File: config.mk
export PLATFORM = sky130hd
export DESIGN_NAME = lc4_core
export DESIGN_NICKNAME = d
export VERILOG_FILES = /design/src/source/lc4_pkg.sv /design/src/source/lc4_core.sv /design/src/source/lc4_memwb.sv /design/src/source/lc4_execute.sv /design/src/source/lc4_decode.sv /design/src/source/lc4_regfile.sv /design/src/source/lc4_decoder.sv /design/src/source/lc4_fetch.sv
export SDC_FILE = /design/constraint.sdc
export NUM_CORES = 1
export LEC_CHECK = 0
export BUFFER_PORTS_ARGS = -buffer_cell sky130_fd_sc_hd__buf_2
export CORE_ASPECT_RATIO = 1.75
export CORE_MARGIN = 1
export CORE_UTILIZATION = 35
export DETAILED_ROUTE_END_ITERATION = 10
export PLACE_DENSITY = 0.57
export SYNTH_ARGS = -nofsm -noshare
export SYNTH_HDL_FRONTEND = slang
export SYNTH_SLANG_ARGS = --single-unit
export TNS_END_PERCENT = 30
File: constraint.sdc
create_clock -name gwe -period 7.84 [get_ports gwe]
set_input_delay 0.784 -clock gwe [delete_from_list [all_inputs] [get_ports gwe]]
set_output_delay 0.784 -clock gwe [all_outputs]
set_load 0.005 [all_outputs]
File: src/source/lc4_pkg.sv
/* shared widths, opcodes and pipeline types for the single-issue LC4 subset core
   slot payloads carry meaning only while the slot's valid bit is set */
package lc4_pkg;

    localparam int WORD_W    = 16;
    localparam int REG_SEL_W = 3;
    localparam int NZP_W     = 3;
    localparam int OPC_W     = 4;

    // first fetch address after reset
    localparam logic [WORD_W-1:0] RESET_PC = 16'h8200;

    // opcodes of the supported subset
    localparam logic [OPC_W-1:0] OP_BR    = 4'b0000;
    localparam logic [OPC_W-1:0] OP_ADD   = 4'b0001;
    localparam logic [OPC_W-1:0] OP_AND   = 4'b0101;
    localparam logic [OPC_W-1:0] OP_LDR   = 4'b0110;
    localparam logic [OPC_W-1:0] OP_STR   = 4'b0111;
    localparam logic [OPC_W-1:0] OP_CONST = 4'b1001;
    localparam logic [OPC_W-1:0] OP_JMP   = 4'b1100;

    typedef logic [WORD_W-1:0] word_t;

    // register form, sub-op 000 selects plain ADD or AND
    typedef struct packed {
        logic [OPC_W-1:0]     opcode;
        logic [REG_SEL_W-1:0] rd;
        logic [REG_SEL_W-1:0] rs;
        logic [2:0]           sub;
        logic [REG_SEL_W-1:0] rt;
    } insn_reg_t;

    // immediate form, flag and imm5 also give the 6-bit LDR/STR offset
    typedef struct packed {
        logic [OPC_W-1:0]     opcode;
        logic [REG_SEL_W-1:0] rd;
        logic [REG_SEL_W-1:0] rs;
        logic                 imm_flag;
        logic [4:0]           imm5;
    } insn_imm_t;

    // branch form, also CONST imm9 and the JMP offset
    typedef struct packed {
        logic [OPC_W-1:0] opcode;
        logic [NZP_W-1:0] nzp;
        logic [8:0]       off9;
    } insn_br_t;

    // one instruction word seen through three field layouts
    typedef union packed {
        insn_reg_t r;
        insn_imm_t i;
        insn_br_t  b;
    } insn_u;

    typedef struct packed {
        logic [REG_SEL_W-1:0] rs;
        logic [REG_SEL_W-1:0] rt;
        logic [REG_SEL_W-1:0] rd;
        logic rs_re;
        logic rt_re;
        logic reg_we;
        logic nzp_we;
        logic is_load;
        logic is_store;
        logic is_branch;
        logic is_jump;
    } ctrl_t;

    typedef struct packed {
        logic  valid;
        word_t pc;
        insn_u insn;
        ctrl_t ctrl;
    } stage_t;

    // bypass source, doubles as the regfile write port
    typedef struct packed {
        logic                 we;
        logic [REG_SEL_W-1:0] sel;
        word_t                data;
    } fwd_t;

    typedef struct packed {
        logic  taken;
        word_t target;
    } redirect_t;

    typedef struct packed {
        logic  we;
        word_t addr;
        word_t wdata;
    } dmem_req_t;

    typedef struct packed {
        logic                 valid;
        word_t                pc;
        insn_u                insn;
        logic                 reg_we;
        logic [REG_SEL_W-1:0] wsel;
        word_t                wdata;
        logic                 nzp_we;
        logic [NZP_W-1:0]     nzp;
    } retire_t;

endpackage
File: src/source/lc4_core.sv
/* five-stage LC4 subset core, both memories external and combinational
   an unstalled instruction retires four cycles after its fetch */
`timescale 1ns/10ps

module lc4_core
    import lc4_pkg::*;
(
    input  logic      gwe,
    input  logic      i_rst,
    output word_t     o_pc,
    input  insn_u     i_insn,
    output dmem_req_t o_dmem_req,
    input  word_t     i_dmem_data,
    output retire_t   o_retire
);

    stage_t           fd;
    stage_t           dx;
    stage_t           xm;
    word_t            dx_rs_data;
    word_t            dx_rt_data;
    word_t            xm_result;
    word_t            xm_store_data;
    redirect_t        redirect;
    logic             stall;
    fwd_t             m_fwd;
    fwd_t             w_fwd;
    logic [NZP_W-1:0] nzp;

    lc4_fetch u_fetch (
        .i_rst      (i_rst),
        .gwe        (gwe),
        .i_stall    (stall),
        .i_redirect (redirect),
        .i_insn     (i_insn),
        .o_pc       (o_pc),
        .o_fd       (fd)
    );

    // write-back value doubles as the regfile write port
    lc4_decode u_decode (
        .gwe        (gwe),
        .i_rst      (i_rst),
        .i_fd       (fd),
        .i_redirect (redirect),
        .i_wr       (w_fwd),
        .o_stall    (stall),
        .o_dx       (dx),
        .o_rs_data  (dx_rs_data),
        .o_rt_data  (dx_rt_data)
    );

    lc4_execute u_execute (
        .gwe          (gwe),
        .i_rst        (i_rst),
        .i_dx         (dx),
        .i_rs_data    (dx_rs_data),
        .i_rt_data    (dx_rt_data),
        .i_m_fwd      (m_fwd),
        .i_w_fwd      (w_fwd),
        .i_nzp        (nzp),
        .o_redirect   (redirect),
        .o_xm         (xm),
        .o_result     (xm_result),
        .o_store_data (xm_store_data)
    );

    lc4_memwb u_memwb (
        .gwe          (gwe),
        .i_rst        (i_rst),
        .i_xm         (xm),
        .i_result     (xm_result),
        .i_store_data (xm_store_data),
        .i_dmem_data  (i_dmem_data),
        .o_dmem_req   (o_dmem_req),
        .o_m_fwd      (m_fwd),
        .o_w_fwd      (w_fwd),
        .o_nzp        (nzp),
        .o_retire     (o_retire)
    );

endmodule

File: src/source/lc4_memwb.sv
/* memory and write-back stages with WM store-data bypass and the NZP register
   data memory must answer in the same cycle, retire trace is one cycle after memory */
`timescale 1ns/10ps

module lc4_memwb
    import lc4_pkg::*;
(
    input  logic             gwe,
    input  logic             i_rst,
    input  stage_t           i_xm,
    input  word_t            i_result,
    input  word_t            i_store_data,
    input  word_t            i_dmem_data,
    output dmem_req_t        o_dmem_req,
    output fwd_t             o_m_fwd,
    output fwd_t             o_w_fwd,
    output logic [NZP_W-1:0] o_nzp,
    output retire_t          o_retire
);

    word_t            mem_value;
    logic [NZP_W-1:0] m_nzp;
    logic [NZP_W-1:0] nzp_q;
    stage_t           w_q;
    word_t            w_result_q;
    word_t            w_load_q;
    logic [NZP_W-1:0] w_nzp_q;
    word_t            w_data;

    function automatic logic [NZP_W-1:0] nzp_of(input word_t v);
        if (v[WORD_W-1]) return 3'b100;
        if (v == '0) return 3'b010;
        return 3'b001;
    endfunction

    // a load directly ahead of a store feeds it from write-back
    assign o_dmem_req.we    = i_xm.valid && i_xm.ctrl.is_store;
    assign o_dmem_req.addr  = i_result;
    assign o_dmem_req.wdata = (o_w_fwd.we && o_w_fwd.sel == i_xm.ctrl.rt) ? w_data
                                                                          : i_store_data;

    // load condition comes straight from memory data, no branch stall needed
    assign mem_value = i_xm.ctrl.is_load ? i_dmem_data : i_result;
    assign m_nzp     = nzp_of(mem_value);
    assign o_nzp     = (i_xm.valid && i_xm.ctrl.nzp_we) ? m_nzp : nzp_q;

    // load data is not ready for execute, loads stay off this path
    assign o_m_fwd.we   = i_xm.valid && i_xm.ctrl.reg_we && !i_xm.ctrl.is_load;
    assign o_m_fwd.sel  = i_xm.ctrl.rd;
    assign o_m_fwd.data = i_result;

    always_ff @(posedge gwe) begin
        if (i_rst) begin
            nzp_q     <= '0;
            w_q.valid <= 1'b0;
        end else begin
            if (i_xm.valid && i_xm.ctrl.nzp_we) begin
                nzp_q <= m_nzp;
            end
            w_q        <= i_xm;
            w_result_q <= i_result;
            w_load_q   <= i_dmem_data;
            w_nzp_q    <= m_nzp;
        end
    end

    assign w_data = w_q.ctrl.is_load ? w_load_q : w_result_q;

    // also the regfile write port
    assign o_w_fwd.we   = w_q.valid && w_q.ctrl.reg_we;
    assign o_w_fwd.sel  = w_q.ctrl.rd;
    assign o_w_fwd.data = w_data;

    assign o_retire.valid  = w_q.valid;
    assign o_retire.pc     = w_q.pc;
    assign o_retire.insn   = w_q.insn;
    assign o_retire.reg_we = o_w_fwd.we;
    assign o_retire.wsel   = w_q.ctrl.rd;
    assign o_retire.wdata  = w_data;
    assign o_retire.nzp_we = w_q.valid && w_q.ctrl.nzp_we;
    assign o_retire.nzp    = w_nzp_q;

endmodule

File: src/source/lc4_execute.sv
/* execute stage with MX/WX operand bypass, ALU and branch resolution
   the redirect is combinational, target and result share one adder output */
`timescale 1ns/10ps

module lc4_execute
    import lc4_pkg::*;
(
    input  logic             gwe,
    input  logic             i_rst,
    input  stage_t           i_dx,
    input  word_t            i_rs_data,
    input  word_t            i_rt_data,
    input  fwd_t             i_m_fwd,
    input  fwd_t             i_w_fwd,
    input  logic [NZP_W-1:0] i_nzp,
    output redirect_t        o_redirect,
    output stage_t           o_xm,
    output word_t            o_result,
    output word_t            o_store_data
);

    word_t  rs_val;
    word_t  rt_val;
    word_t  pc_inc;
    word_t  imm5_sx;
    word_t  off6_sx;
    word_t  off9_sx;
    word_t  off11_sx;
    word_t  alu_b;
    word_t  result;
    stage_t xm_q;
    word_t  result_q;
    word_t  store_q;

    // memory stage is younger than write-back, so it wins
    function automatic word_t bypass(input logic [REG_SEL_W-1:0] sel, input logic re,
                                     input fwd_t m, input fwd_t w, input word_t rf);
        if (re && m.we && m.sel == sel) return m.data;
        if (re && w.we && w.sel == sel) return w.data;
        return rf;
    endfunction

    assign rs_val = bypass(i_dx.ctrl.rs, i_dx.ctrl.rs_re, i_m_fwd, i_w_fwd, i_rs_data);
    assign rt_val = bypass(i_dx.ctrl.rt, i_dx.ctrl.rt_re, i_m_fwd, i_w_fwd, i_rt_data);

    // sign-extended immediates
    assign imm5_sx  = {{11{i_dx.insn.i.imm5[4]}}, i_dx.insn.i.imm5};
    // ldr/str offset spans the flag bit too
    assign off6_sx  = {{10{i_dx.insn.i.imm_flag}}, i_dx.insn.i.imm_flag, i_dx.insn.i.imm5};
    assign off9_sx  = {{7{i_dx.insn.b.off9[8]}}, i_dx.insn.b.off9};
    // jmp offset runs into the low two mask bits
    assign off11_sx = {{5{i_dx.insn.b.nzp[1]}}, i_dx.insn.b.nzp[1:0], i_dx.insn.b.off9};

    assign pc_inc = i_dx.pc + word_t'(1);
    assign alu_b  = i_dx.insn.i.imm_flag ? imm5_sx : rt_val;

    always_comb begin
        case (i_dx.insn.r.opcode)
            OP_ADD:         result = rs_val + alu_b;
            OP_AND:         result = rs_val & alu_b;
            OP_CONST:       result = off9_sx;
            OP_LDR, OP_STR: result = rs_val + off6_sx;
            OP_BR:          result = pc_inc + off9_sx;
            OP_JMP:         result = pc_inc + off11_sx;
            default:        result = '0;
        endcase
    end

    // i_nzp already reflects the instruction in the memory stage
    assign o_redirect.taken  = i_dx.valid && (i_dx.ctrl.is_jump ||
                               (i_dx.ctrl.is_branch && |(i_dx.insn.b.nzp & i_nzp)));
    assign o_redirect.target = result;

    always_ff @(posedge gwe) begin
        if (i_rst) begin
            xm_q.valid <= 1'b0;
        end else begin
            // the branch itself moves on and retires
            xm_q     <= i_dx;
            result_q <= result;
            store_q  <= rt_val;
        end
    end

    assign o_xm         = xm_q;
    assign o_result     = result_q;
    assign o_store_data = store_q;

endmodule

File: src/source/lc4_decode.sv
/* decode stage with register read, load-use stall and the decode/execute register
   stall lasts one cycle per load-use pair, store data from a load is bypassed later */
`timescale 1ns/10ps

module lc4_decode
    import lc4_pkg::*;
(
    input  logic      gwe,
    input  logic      i_rst,
    input  stage_t    i_fd,
    input  redirect_t i_redirect,
    input  fwd_t      i_wr,
    output logic      o_stall,
    output stage_t    o_dx,
    output word_t     o_rs_data,
    output word_t     o_rt_data
);

    ctrl_t  ctrl;
    word_t  rs_data;
    word_t  rt_data;
    logic   rs_hit;
    logic   rt_hit;
    stage_t dx_q;
    word_t  rs_q;
    word_t  rt_q;

    lc4_decoder u_decoder (
        .i_insn (i_fd.insn),
        .o_ctrl (ctrl)
    );

    lc4_regfile u_regfile (
        .gwe       (gwe),
        .i_rst     (i_rst),
        .i_rs      (ctrl.rs),
        .i_rt      (ctrl.rt),
        .i_wr      (i_wr),
        .o_rs_data (rs_data),
        .o_rt_data (rt_data)
    );

    // load sitting in execute, its data exists only after the memory stage
    assign rs_hit = ctrl.rs_re && ctrl.rs == dx_q.ctrl.rd;
    // a store's data operand can wait for the WM bypass
    assign rt_hit = ctrl.rt_re && !ctrl.is_store && ctrl.rt == dx_q.ctrl.rd;
    assign o_stall = i_fd.valid && dx_q.valid && dx_q.ctrl.is_load && (rs_hit || rt_hit);

    always_ff @(posedge gwe) begin
        if (i_rst) begin
            dx_q.valid <= 1'b0;
        end else if (i_redirect.taken || o_stall) begin
            // bubble into execute
            dx_q.valid <= 1'b0;
        end else begin
            dx_q <= '{valid: i_fd.valid, pc: i_fd.pc, insn: i_fd.insn, ctrl: ctrl};
            rs_q <= rs_data;
            rt_q <= rt_data;
        end
    end

    assign o_dx      = dx_q;
    assign o_rs_data = rs_q;
    assign o_rt_data = rt_q;

endmodule

File: src/source/lc4_regfile.sv
/* eight 16-bit registers, two read ports and one write port
   a read of the register being written returns the new data */
`timescale 1ns/10ps

module lc4_regfile
    import lc4_pkg::*;
(
    input  logic                 gwe,
    input  logic                 i_rst,
    input  logic [REG_SEL_W-1:0] i_rs,
    input  logic [REG_SEL_W-1:0] i_rt,
    input  fwd_t                 i_wr,
    output word_t                o_rs_data,
    output word_t                o_rt_data
);

    word_t regs [2**REG_SEL_W];

    always_ff @(posedge gwe) begin
        if (i_rst) begin
            for (int i = 0; i < 2**REG_SEL_W; i++) begin
                regs[i] <= '0;
            end
        end else if (i_wr.we) begin
            regs[i_wr.sel] <= i_wr.data;
        end
    end

    // write-through covers the write-back to decode distance
    assign o_rs_data = (i_wr.we && i_wr.sel == i_rs) ? i_wr.data : regs[i_rs];
    assign o_rt_data = (i_wr.we && i_wr.sel == i_rt) ? i_wr.data : regs[i_rt];

endmodule

File: src/source/lc4_decoder.sv
/* combinational decode of the supported LC4 subset
   anything outside it, JMPR and non-zero ADD/AND sub-ops included, decodes to no effect */
`timescale 1ns/10ps

module lc4_decoder
    import lc4_pkg::*;
(
    input  insn_u i_insn,
    output ctrl_t o_ctrl
);

    always_comb begin
        o_ctrl = '0;
        // register fields sit in the same place in every format
        o_ctrl.rd = i_insn.r.rd;
        o_ctrl.rs = i_insn.r.rs;
        o_ctrl.rt = i_insn.r.rt;
        case (i_insn.r.opcode)
            OP_ADD, OP_AND: begin
                if (i_insn.i.imm_flag) begin
                    // immediate form reads rs only
                    o_ctrl.rs_re  = 1'b1;
                    o_ctrl.reg_we = 1'b1;
                    o_ctrl.nzp_we = 1'b1;
                end else if (i_insn.r.sub == 3'b000) begin
                    o_ctrl.rs_re  = 1'b1;
                    o_ctrl.rt_re  = 1'b1;
                    o_ctrl.reg_we = 1'b1;
                    o_ctrl.nzp_we = 1'b1;
                end
            end
            OP_CONST: begin
                o_ctrl.reg_we = 1'b1;
                o_ctrl.nzp_we = 1'b1;
            end
            OP_BR: begin
                // mask of 000 never takes, acts as a nop
                o_ctrl.is_branch = 1'b1;
            end
            OP_JMP: begin
                // bit 11 set is the pc-relative form
                o_ctrl.is_jump = i_insn.b.nzp[2];
            end
            OP_LDR: begin
                o_ctrl.rs_re   = 1'b1;
                o_ctrl.reg_we  = 1'b1;
                o_ctrl.nzp_we  = 1'b1;
                o_ctrl.is_load = 1'b1;
            end
            OP_STR: begin
                // store data register lives in the rd field
                o_ctrl.rt       = i_insn.r.rd;
                o_ctrl.rs_re    = 1'b1;
                o_ctrl.rt_re    = 1'b1;
                o_ctrl.is_store = 1'b1;
            end
            default: begin
                // unsupported opcode, all enables stay low
                o_ctrl.rs_re = 1'b0;
            end
        endcase
    end

endmodule

File: src/source/lc4_fetch.sv
/* fetch stage, instruction memory must return i_insn in the same cycle as o_pc
   a taken redirect overrides a stall */
`timescale 1ns/10ps

module lc4_fetch
    import lc4_pkg::*;
(
    input  logic      i_rst,
    input  logic      gwe,
    input  logic      i_stall,
    input  redirect_t i_redirect,
    input  insn_u     i_insn,
    output word_t     o_pc,
    output stage_t    o_fd
);

    word_t  pc_q;
    word_t  next_pc;
    stage_t fd_q;

    // redirect first, then hold on stall, else sequential
    always_comb begin
        if (i_redirect.taken) begin
            next_pc = i_redirect.target;
        end else if (i_stall) begin
            next_pc = pc_q;
        end else begin
            next_pc = pc_q + word_t'(1);
        end
    end

    always_ff @(posedge gwe) begin
        if (i_rst) begin
            pc_q       <= RESET_PC;
            fd_q.valid <= 1'b0;
        end else begin
            pc_q <= next_pc;
            if (i_redirect.taken) begin
                // wrong-path fetch is dropped
                fd_q.valid <= 1'b0;
            end else if (!i_stall) begin
                // control is filled in by decode
                fd_q <= '{valid: 1'b1, pc: pc_q, insn: i_insn, ctrl: '0};
            end
        end
    end

    assign o_pc = pc_q;
    assign o_fd = fd_q;

endmodule

==> results.py <==
metrics = {
    "sta": {
        "final_hold_viol_count": 0,
        "fin_skew_ns": 0.0334,
        "rsz0062_at_grt": "no",
        "post-route-period-util": 0.684,
        "setup_viol": 0,
        "drv_slew": 0,
        "worstMarginPinSlew_ns": 1.15,
        "slew_headroom": 0.233,
        "fmax_mhz": 186,
        "setup_tns_ns": 0,
        "post-route-min-period_ns": 5.36,
    },
    "floorplanning": {
        "initial_core_util": 0.354,
        "io-pin-count": 140,
        "core_region_area_sq_mm": 0.0563,
        "die_h_um": 318,
        "die_x_um": 182,
        "fp-row-count": 115,
        "die-area_sq_mm": 0.0579,
    },
    "critical_path": {
        "end_kind": "flop",
        "crit_arrival_ns": 5.65,
        "critPathKind": "flop to flop",
        "r2r_slack_ns": 2.48,
        "cp_data_required_time_ns": 8.13,
        "startpoint_type": "flop",
        "cp_max_fo": 16,
    },
    "cts": {
        "clk_path_buf_depth": 3,
        "cts_tree": "done",
        "cts_setup_buffers": 0,
        "path_clk_slew_ns": 0.07,
        "cts.sinks": 396,
        "clk_latency_ns": 0.57,
        "cts_root_buf": "clkbuf_16",
        "cts-buffers-inserted": 37,
        "cts_hold_buf": 0,
        "cts_max_level": 2,
        "cts_resized": 0,
    },
    "yosys": {
        "yosysSeqAreaShare": 0.586,
        "ys_types": 84,
        "ys_ff_latch": 396,
        "syn-num-nets": 1802,
        "syn_area_sq_mm": 0.0199,
        "synth.avg_cell_area_sq_um": 11.5,
        "synthCells": 1734,
        "synthArstFlopShare": 0,
        "synth_ff_type": "edfxtp_1",
        "ys_warn_count": 0,
        "synth-edff-count": 373,
    },
    "routing": {
        "drc": 0,
        "vias": 13928,
        "drt_first_iter_violations": 980,
        "avgViaCountPerCell": 5.39,
        "routedWlPerCell_um": 22.4,
        "drt_wl_total_um": 57900,
        "ant_nets": 0,
        "first_pass_iters": 7,
    },
    "cells_and_area": {
        "multiInputGateArea_sq_mm": 0.00733,
        "n_antenna_cell": 0,
        "design_area_sq_mm": 0.0223,
        "final_net_count": 1864,
        "drive_above_1_share": 0.163,
        "fill_cells": 5413,
        "seqCellArea_sq_mm": 0.0117,
        "final_cell_mix": "edfxtp_1 (373), nand2_1 (267), nor2_1 (189)",
        "synthToLayoutAreaGrowth_pct": 11.8,
        "mostFrequentLayoutCell": "edfxtp_1",
    },
    "grt": {
        "antenna_found_initial": 0,
        "overflow": 0,
        "grt_max_degree": 82,
        "grt_pass1_vias": 14309,
        "grt_usage": 0.200,
        "grt_pass1_wl_um": 86300,
    },
    "placed_design": {
        "hpwl_um": 41200,
        "port_buffers": 139,
        "placed_cell_area_sq_mm": 0.0211,
        "gp_congestion": 0.848,
    },
    "power_and_ir_drop": {
        "power.density_mw_per_mm2": 227,
        "p_leak_uw": 0.00820,
        "ir_drop_mv": 0.126,
    },
    "run_status": {
        "status": "finished, final reports clean",
    },
    "flow_run": {
        "cap_viol_max_count": 0,
    },
    "min_path": {
        "hold_path.class": "input pin to flop",
    },
}
-- worst max-delay path, cell delays in order (launching register included) --
cell      delay (ns)
edfxtp_1        1.05
mux2i_1         0.82
inv_1           0.23
mux2i_1         0.25
o31ai_1         0.11
mux2_2          0.28
ha_1            0.21
inv_1           0.09
fa_1            0.21
nor2b_1         0.08
o31a_1          0.31
o211ai_1        0.25
a21boi_0        0.23
o41ai_1         0.43
mux2i_1         0.14
a221o_1         0.40
-- final timing paths --
kind | startpoint | end | cells after the start
max | u_memwb.w_q[3] | u_execute.o_result[14] | 15
min | i_insn[14] | u_fetch.o_fd[31] | 1
max reg2reg | u_memwb.w_q[3] | u_execute.o_result[14] | 15
min reg2reg | u_decode.o_dx[2] | u_execute.o_xm[2] | 0
-- stage by stage --
step	cells	utilization	hold WS [ns]	setup WS [ns]	power, uW
4_1_cts	2584	0.396	0.381	2.52	5100
3_3_place_gp	2517	0.375	0.401	2.77	3280
2_1_floorplan	1734	-	0.400	0.360	3050
6_report	2584	0.396	0.402	2.48	5060
5_1_grt	2584	0.396	0.387	2.19	5240
3_5_place_dp	2517	0.375	0.405	2.60	3290
-- synth_stat cells, types with 5 or more instances --
master	instances	area, sq um
mux2_2	6	67.6
a211oi_1	15	113
edfxtp_1	373	11200
o21ai_1	11	55.1
buf_4	53	398
inv_1	48	180
o21ai_0	81	405
and2_1	10	62.6
nor4_1	13	81.3
xor2_1	29	254
xnor2_1	33	289
a32oi_1	6	52.6
a311oi_1	17	149
or2_2	6	37.5
ha_1	32	400
buf_2	13	65.1
nand2_1	267	1000
nor2_1	189	709
o22ai_1	6	37.5
mux4_2	32	721
nor3_1	11	55.1
mux2i_1	59	591
o21a_1	6	45.0
nand2b_1	9	56.3
nor2b_1	19	119
o21bai_1	6	45.0
clkbuf_1	74	278
and3_1	39	244
a21oi_1	54	270
buf_1	5	18.8
o211ai_1	16	120
nand3_1	56	280
a31oi_1	21	131
dfxtp_1	23	460
nand4_1	6	37.5
a21o_1	8	60.1
-- state kept, by name (all words and copies together) (netlist names) --
signal                   cells
u_decode.u_regfile.regs    128
u_decode.o_dx               43
u_execute.o_xm              39
u_fetch.o_fd                33
u_memwb.o_retire            33
u_decode.o_rs_data          16
u_decode.o_rt_data          16
u_execute.o_result          16
u_execute.o_store_data      16
u_fetch.o_pc                16
u_memwb.w_load_q            16
u_memwb.w_result_q          16
u_memwb.nzp_q                3
u_memwb.w_nzp_q              3
u_memwb.w_q                  2
-- layer usage --
metal  vias to the layer above  routed length (um)  part of all wire  track usage
li1                       6419                   -                 -            -
met1                      6911               20300              0.35        0.206
met2                       458               31800              0.55        0.383
met3                       140                2990             0.052       0.0270
met4                         0                2800             0.048        0.106
met5                         -                   0                 0            0
-- area by class of cell --
type	instances	area share
Inverter	49	0.00849
Tap cell	760	0.0427
Multi-Input combinational cell	1140	0.329
Sequential cell	396	0.524
Timing Repair Buffer	172	0.0424
Clock buffer	44	0.0428
Clock inverter	23	0.0102
-- where the power goes --
group	internal, uW	switching (uW)	total [uW]
clock	981	833	1810
combinational	252	427	680
sequential	2460	103	2570
total	3700	1360	5060
-- cell families (layout without fill, tap and decap cells) --
family	after synthesis	count (layout)	share of synthesized area
xor gates and xnor gates	64	64	0.0292
AOI/OAI and AO/OA	299	299	0.0987
buffers and inverters	198	288	0.0496
adders and majority gates	34	34	0.0221
DFF	396	396	0.586
muxes	98	98	0.0699
and+or+nand+nor	645	645	0.145
Power figures use the tool's default switching activity.
